<file path="config.mk">
export PLATFORM = sky130hd
export DESIGN_NAME = ps2KbdCtrl
export DESIGN_NICKNAME = d
export VERILOG_FILES = /design/src/hw/coreRrvPkg.sv /design/src/hw/ps2KbdCtrl.sv
export VERILOG_INCLUDE_DIRS = /design/src /design/src/include
export SDC_FILE = /design/constraint.sdc
export NUM_CORES = 1
export LEC_CHECK = 0
export BUFFER_PORTS_ARGS = -buffer_cell sky130_fd_sc_hd__buf_2
export CORE_UTILIZATION = 55
export CTS_BUF_LIST = sky130_fd_sc_hd__clkbuf_4 sky130_fd_sc_hd__clkbuf_8
export CTS_CLUSTER_SIZE = 40
export DETAILED_ROUTE_END_ITERATION = 12
export PLACE_DENSITY = 0.72
export SLEW_MARGIN = 25
export SYNTH_ARGS = -nofsm -noshare
export SYNTH_HDL_FRONTEND = slang
export SYNTH_SLANG_ARGS = --single-unit
</file>
<file path="constraint.sdc">
create_clock -name Clock -period 2.7 [get_ports Clock]
set_input_delay 0 -clock Clock [delete_from_list [all_inputs] [get_ports Clock]]
set_output_delay 0 -clock Clock [all_outputs]
set_load 0.01 [all_outputs]
</file>
<file path="src/include/coreRrv_cfg.svh">
`ifndef CORERRV_CFG_SVH
`define CORERRV_CFG_SVH

// ======================================================================
// memory map
// ======================================================================
`define IMEM_BASE         32'h0000_0000 // instruction memory window
`define IMEM_WORDS        1024          // 4 KB of instructions
`define DMEM_BASE         32'h0000_1000 // data memory window
`define DMEM_WORDS        1024          // 4 KB of data

// ======================================================================
// keyboard control registers
// ======================================================================
`define CR_KBD_DATA       32'h0000_FF00 // read returns head byte and pops
`define CR_KBD_READY      32'h0000_FF04 // bit 0 = byte available
`define CR_KBD_SCANF_EN   32'h0000_FF08 // bit 0 = accept new frames

// keyboard byte queue
`define KBD_FIFO_DEPTH    8             // scan codes held before drop

`endif

</file>
<file path="src/hw/coreRrvPkg.sv">
`default_nettype none

package coreRrvPkg;

   // ======================================================================
   // basic widths
   // ======================================================================
   typedef logic [31:0] tWord;          // data or byte address
   typedef logic [3:0]  tByteEn;        // one bit per byte lane
   typedef logic [7:0]  tTileId;        // mesh tile number
   typedef logic [7:0]  tKbdByte;       // ps/2 scan code

   // ======================================================================
   // fabric transaction
   // ======================================================================
   typedef enum logic [1:0] {
      FAB_RD     = 2'd0,                // read request
      FAB_WR     = 2'd1,                // posted write, no response
      FAB_RD_RSP = 2'd2                 // read data back to requestor
   } tFabOpcode;

   typedef struct packed {
      tFabOpcode opcode;                // what to do
      tTileId    srcTileId;             // requesting tile
      tTileId    tgtTileId;             // tile that owns the address
      tWord      address;               // byte address in target tile
      tWord      data;                  // write data or read response
   } tTileTrans;                        // 82 bits

   // ======================================================================
   // ps/2 receiver
   // ======================================================================
   typedef enum logic [1:0] {
      IDLE   = 2'd0,                    // wait for start bit
      SHIFT  = 2'd1,                    // eight data bits, lsb first
      PARITY = 2'd2,                    // odd parity bit
      STOP   = 2'd3                     // stop bit, then judge frame
   } tPs2State;

endpackage

`default_nettype wire

</file>
<file path="src/hw/ps2KbdCtrl.sv">
`default_nettype none
`timescale 1ns/100ps
`include "coreRrv_cfg.svh"

module ps2KbdCtrl (
   input  logic                Clock,
   input  logic                arstN,
   input  logic                kbdClk,       // clock line from keyboard
   input  logic                kbdData,      // data line from keyboard
   input  logic                kbdPop,       // drop head byte
   input  logic                kbdScanfEn,   // accept new frames
   output coreRrvPkg::tKbdByte kbdByte,      // head of queue
   output logic                kbdReady      // queue not empty
);
   import coreRrvPkg::*;

   localparam int DEPTH = `KBD_FIFO_DEPTH;
   localparam int PTR_W = $clog2(DEPTH);

   logic [1:0]       kbdClkSync;             // two-flop synchronizer
   logic [1:0]       kbdDataSync;
   logic             kbdClkDly;              // previous synced clock
   logic             fallEdge;               // one frame bit per fall
   tPs2State         state;
   logic [2:0]       bitCnt;                 // data bit index
   tKbdByte          shiftReg;               // frame assembly
   logic             parityBit;
   logic             frameGood;              // push request, one cycle

   tKbdByte          fifoMem [DEPTH];
   logic [PTR_W-1:0] wrPtr;
   logic [PTR_W-1:0] rdPtr;
   logic [PTR_W:0]   count;                  // 0 .. DEPTH
   logic             fifoFull;
   logic             push;
   logic             pop;

   // ======================================================================
   // line synchronizer and edge detect
   // ======================================================================
   always_ff @(posedge Clock or negedge arstN) begin
      if (!arstN) begin
         kbdClkSync  <= 2'b11;               // idle lines are high
         kbdDataSync <= 2'b11;
         kbdClkDly   <= 1'b1;
      end else begin
         kbdClkSync  <= {kbdClkSync[0], kbdClk};
         kbdDataSync <= {kbdDataSync[0], kbdData};
         kbdClkDly   <= kbdClkSync[1];
      end
   end

   assign fallEdge = kbdClkDly && !kbdClkSync[1];

   // ======================================================================
   // frame FSM
   // ======================================================================
   always_ff @(posedge Clock or negedge arstN) begin
      if (!arstN) begin
         state     <= IDLE;
         bitCnt    <= '0;
         frameGood <= 1'b0;
      end else begin
         frameGood <= 1'b0;                  // pulse
         if (fallEdge) begin
            case (state)
               IDLE: begin
                  if (!kbdDataSync[1]) begin // start bit
                     state  <= SHIFT;
                     bitCnt <= '0;
                  end
               end
               SHIFT: begin
                  bitCnt <= bitCnt + 1'b1;
                  if (bitCnt == 3'd7)
                     state <= PARITY;
               end
               PARITY: state <= STOP;
               STOP: begin
                  state <= IDLE;
                  // stop high, odd ones count, scanf on
                  frameGood <= kbdDataSync[1] && (^{shiftReg, parityBit}) && kbdScanfEn;
               end
               default: state <= IDLE;
            endcase
         end
      end
   end

   // frame payload and queue storage
   always_ff @(posedge Clock) begin
      if (fallEdge && state == SHIFT)
         shiftReg <= {kbdDataSync[1], shiftReg[7:1]}; // lsb arrives first
      if (fallEdge && state == PARITY)
         parityBit <= kbdDataSync[1];
      if (push)
         fifoMem[wrPtr] <= shiftReg;
   end

   // ======================================================================
   // byte FIFO
   // ======================================================================
   assign fifoFull = (count == (PTR_W+1)'(DEPTH));
   assign push     = frameGood && !fifoFull; // full queue drops the byte
   assign pop      = kbdPop && kbdReady;

   always_ff @(posedge Clock or negedge arstN) begin
      if (!arstN) begin
         wrPtr <= '0;
         rdPtr <= '0;
         count <= '0;
      end else begin
         if (push)
            wrPtr <= (wrPtr == PTR_W'(DEPTH - 1)) ? '0 : wrPtr + 1'b1;
         if (pop)
            rdPtr <= (rdPtr == PTR_W'(DEPTH - 1)) ? '0 : rdPtr + 1'b1;
         if (push && !pop)
            count <= count + 1'b1;
         else if (pop && !push)
            count <= count - 1'b1;
      end
   end

   assign kbdByte  = fifoMem[rdPtr];
   assign kbdReady = (count != '0);

   // wrapper must only pop a byte it has seen ready
   popNotEmpty: assert property (@(posedge Clock) disable iff (!arstN)
      kbdPop |-> kbdReady);

endmodule

`default_nettype wire

</file>
==> out/results.ini <==
[floorplan]
dieArea_mm2 = 0.00743
start_util_pct = 57.1
die_h_um = 86.2
pin_count = 15
rows = 30
fp.coreArea_mm2 = 0.00683
dieWidth_um = 86.2

[placement]
place_ws_ns = 0.178
dp_cells = 314
hpwl_mm = 4.13
gp_congestion = 0.759
port-buffer-count = 14

[worst_setup_path]
critPathMaxFanout = 5
cp_cell_sequence = or4_4 > nand2_2 > ha_1 > inv_1 > ha_1 > a21o_1 > a21oi_1 > mux2i_1 > xnor2_1
cp_num_buf_inv = 1
crit_required_ns = 2.97
worst_setup_path_start_kind = flip-flop
crit_type = reg2reg
cp.arrival_ns = 2.80
crit_path_end_kind = flip-flop
cpMostUsedCell = ha_1
path_delay_family = simple AND/OR/NAND/NOR gates
cpPeakStageDelay_ns = 0.55
crit_slowest_cell = or4_4

[clock_network]
cts_tree = built
clockBufferDepth = 2
cts_resized = 0
cts_hold_buf = 5
cts_buffers = 9
path_clk_slew_ns = 0.09
post-cts-setup-buffers = 0
clockRootBuffer = clkbuf_8
clk_latency_ns = 0.35
htree_levels = 3
clock_sinks = 94

[power]
pwr_density_cell_mw_per_mm2 = 884
finalPower_uw = 3860
p_leak_uw = 0.00163
vdd.ir_drop.worst_mv = 0.348

[synth]
syn-num-nets = 220
synth_area_leaders = edfxtp_1 56%, dfrtp_1 10%, mux4_1 5.4%, mux4_2 4.6%, ha_1 4.2%
synth_top_area_share_pct = 56.2
synth_warnings = 0
ys_ff_latch = 94
syn_area_mm2 = 0.00390
synth_area_per_cell_um2 = 19.5
seq_area_frac_synth_pct = 69.9
netlist_instances = 200
synth_cell_types = 35
synth_commonest_cells = 73 x edfxtp_1, 16 x dfrtp_1, 13 x ha_1
synthFlopType = edfxtp_1
yosysMostFrequentCell = edfxtp_1
synth-edff-count = 73
async_reset_ff_share_pct = 22.3
synth_top_area_cell = edfxtp_1

[routing]
finalWirelength_mm = 6.10
drtIter0Drc = 115
remaining_drc_errors = 0
via_count = 1789
dr.pass1.iters = 6
routedWlPerCell_um = 18.2
vias_per_cell = 5.34
detail-route-antenna-nets = 0

[global_route]
grt_pass1_vias = 1938
grtUsageTotal_pct = 19.0
grt_max_degree = 22
antenna_found_initial = 0
grt_pass1_wl_mm = 9.98
grt.overflow.total = 0

[cells_and_area]
area_growth_pct = 12.0
stdcell_count = 335
ff_latch_area_mm2 = 0.00272
fin_util_pct = 63.9
diodes = 0
layout.nets = 254
drive_gt1_share_pct = 29.3
multi_input_area_mm2 = 0.00111
fill_cells = 474

[timing]
rsz0062_at_grt = no
max_freq_mhz = 396
setup_viol = 0
maxSlewViolCount = 0
setup_ws_ns = 0.173
final.setup_skew_ns = 0.0106
setup_tns_ns = 0
final.period_utilization_pct = 93.6
relSlewSlack_pct = 54.1
fin_crit_ns = 2.53
tightest_slew_ns = 0.689
finalHoldViolations = 0

[job]
cap_violations = 0

[status]
outcome = finished, final reports clean

[min_path]
hold_class = in2async

[placed cells by master (no fill, tap or decap), types with 6 or more instances in the layout]
cell type	instances
edfxtp_1	73
dfrtp_1	16
buf_2	14
ha_1	13
clkbuf_8	9
buf_4	9
mux4_1	8
mux4_2	8
mux2_4	8
nor2_1	8
mux2_2	8
xnor2_1	7
nor3_1	6
[cell families after synthesis]
| kind of cell | synth area share, % |
|---|---|
| multiplexers | 15.9 |
| flip-flops | 69.9 |
| AND/OR/NAND/NOR | 3.76 |
| XOR/XNOR | 2.60 |
| AO/OA/AOI/OAI | 1.57 |
| buffers and inverters | 1.60 |
| adder cells (fa/ha/maj) | 4.69 |
[worst reg2reg max path, stage by stage (launching register included)]
cell and delay, ns:
dfrtp_1 0.46, or4_4 0.55, nand2_2 0.13, ha_1 0.19, inv_1 0.10, ha_1 0.29, a21o_1 0.18, a21oi_1 0.19
mux2i_1 0.23, xnor2_1 0.14
[power by group]
| part | switching (uW) | internal, uW |
|---|---|---|
| clock network | 476 | 447 |
| registers | 210 | 1690 |
| logic | 405 | 631 |
[sequential cells by signal, summed over array words and instances (netlist names)]
signal / count
fifoMem: 64
shiftReg: 8
count: 4
bitCnt: 3
rdPtr: 3
wrPtr: 3
kbdClkSync: 2
kbdDataSync: 2
state: 2
frameGood: 1
kbdClkDly: 1
parityBit: 1
[routing by layer]
layer / track usage (%) / wire [um]
met5: 0 / 0
met4: 10.2 / 133
met3: 4.00 / 188
met2: 32.2 / 3200
met1: 23.2 / 2570
[worst paths after layout]
kind                                 from             end  slack (ns)  cells after the start
max in group asynchronous           arstN  kbdDataSync[0]        2.21                      2
min in group Clock                 kbdClk   kbdClkSync[0]        0.30                      2
min reg2reg                kbdDataSync[0]  kbdDataSync[1]        0.36                      0
max                              count[0]        count[3]        0.17                      9
min                                 arstN        count[1]        0.14                      2
max reg2reg                      count[0]        count[3]        0.17                      9
[stage by stage]
step / hold slack, ns / cell area, um2
2_1_floorplan: -0.296 / 3900
3_3_place_gp: -0.0344 / 4110
3_5_place_dp: -0.00982 / 4110
4_1_cts: 0.141 / 4370
5_1_grt: 0.179 / 4370
6_report: 0.135 / 4370
[cell type report]
class	count	area share [%]
timing repair buffer	28	4.30
clock inverter	6	1.63
sequential	94	62.4
tap	96	2.75
inverter	5	0.430
multi-input combinational	96	25.5
clock buffer	10	3.01
(Power assumes the default switching activity.)
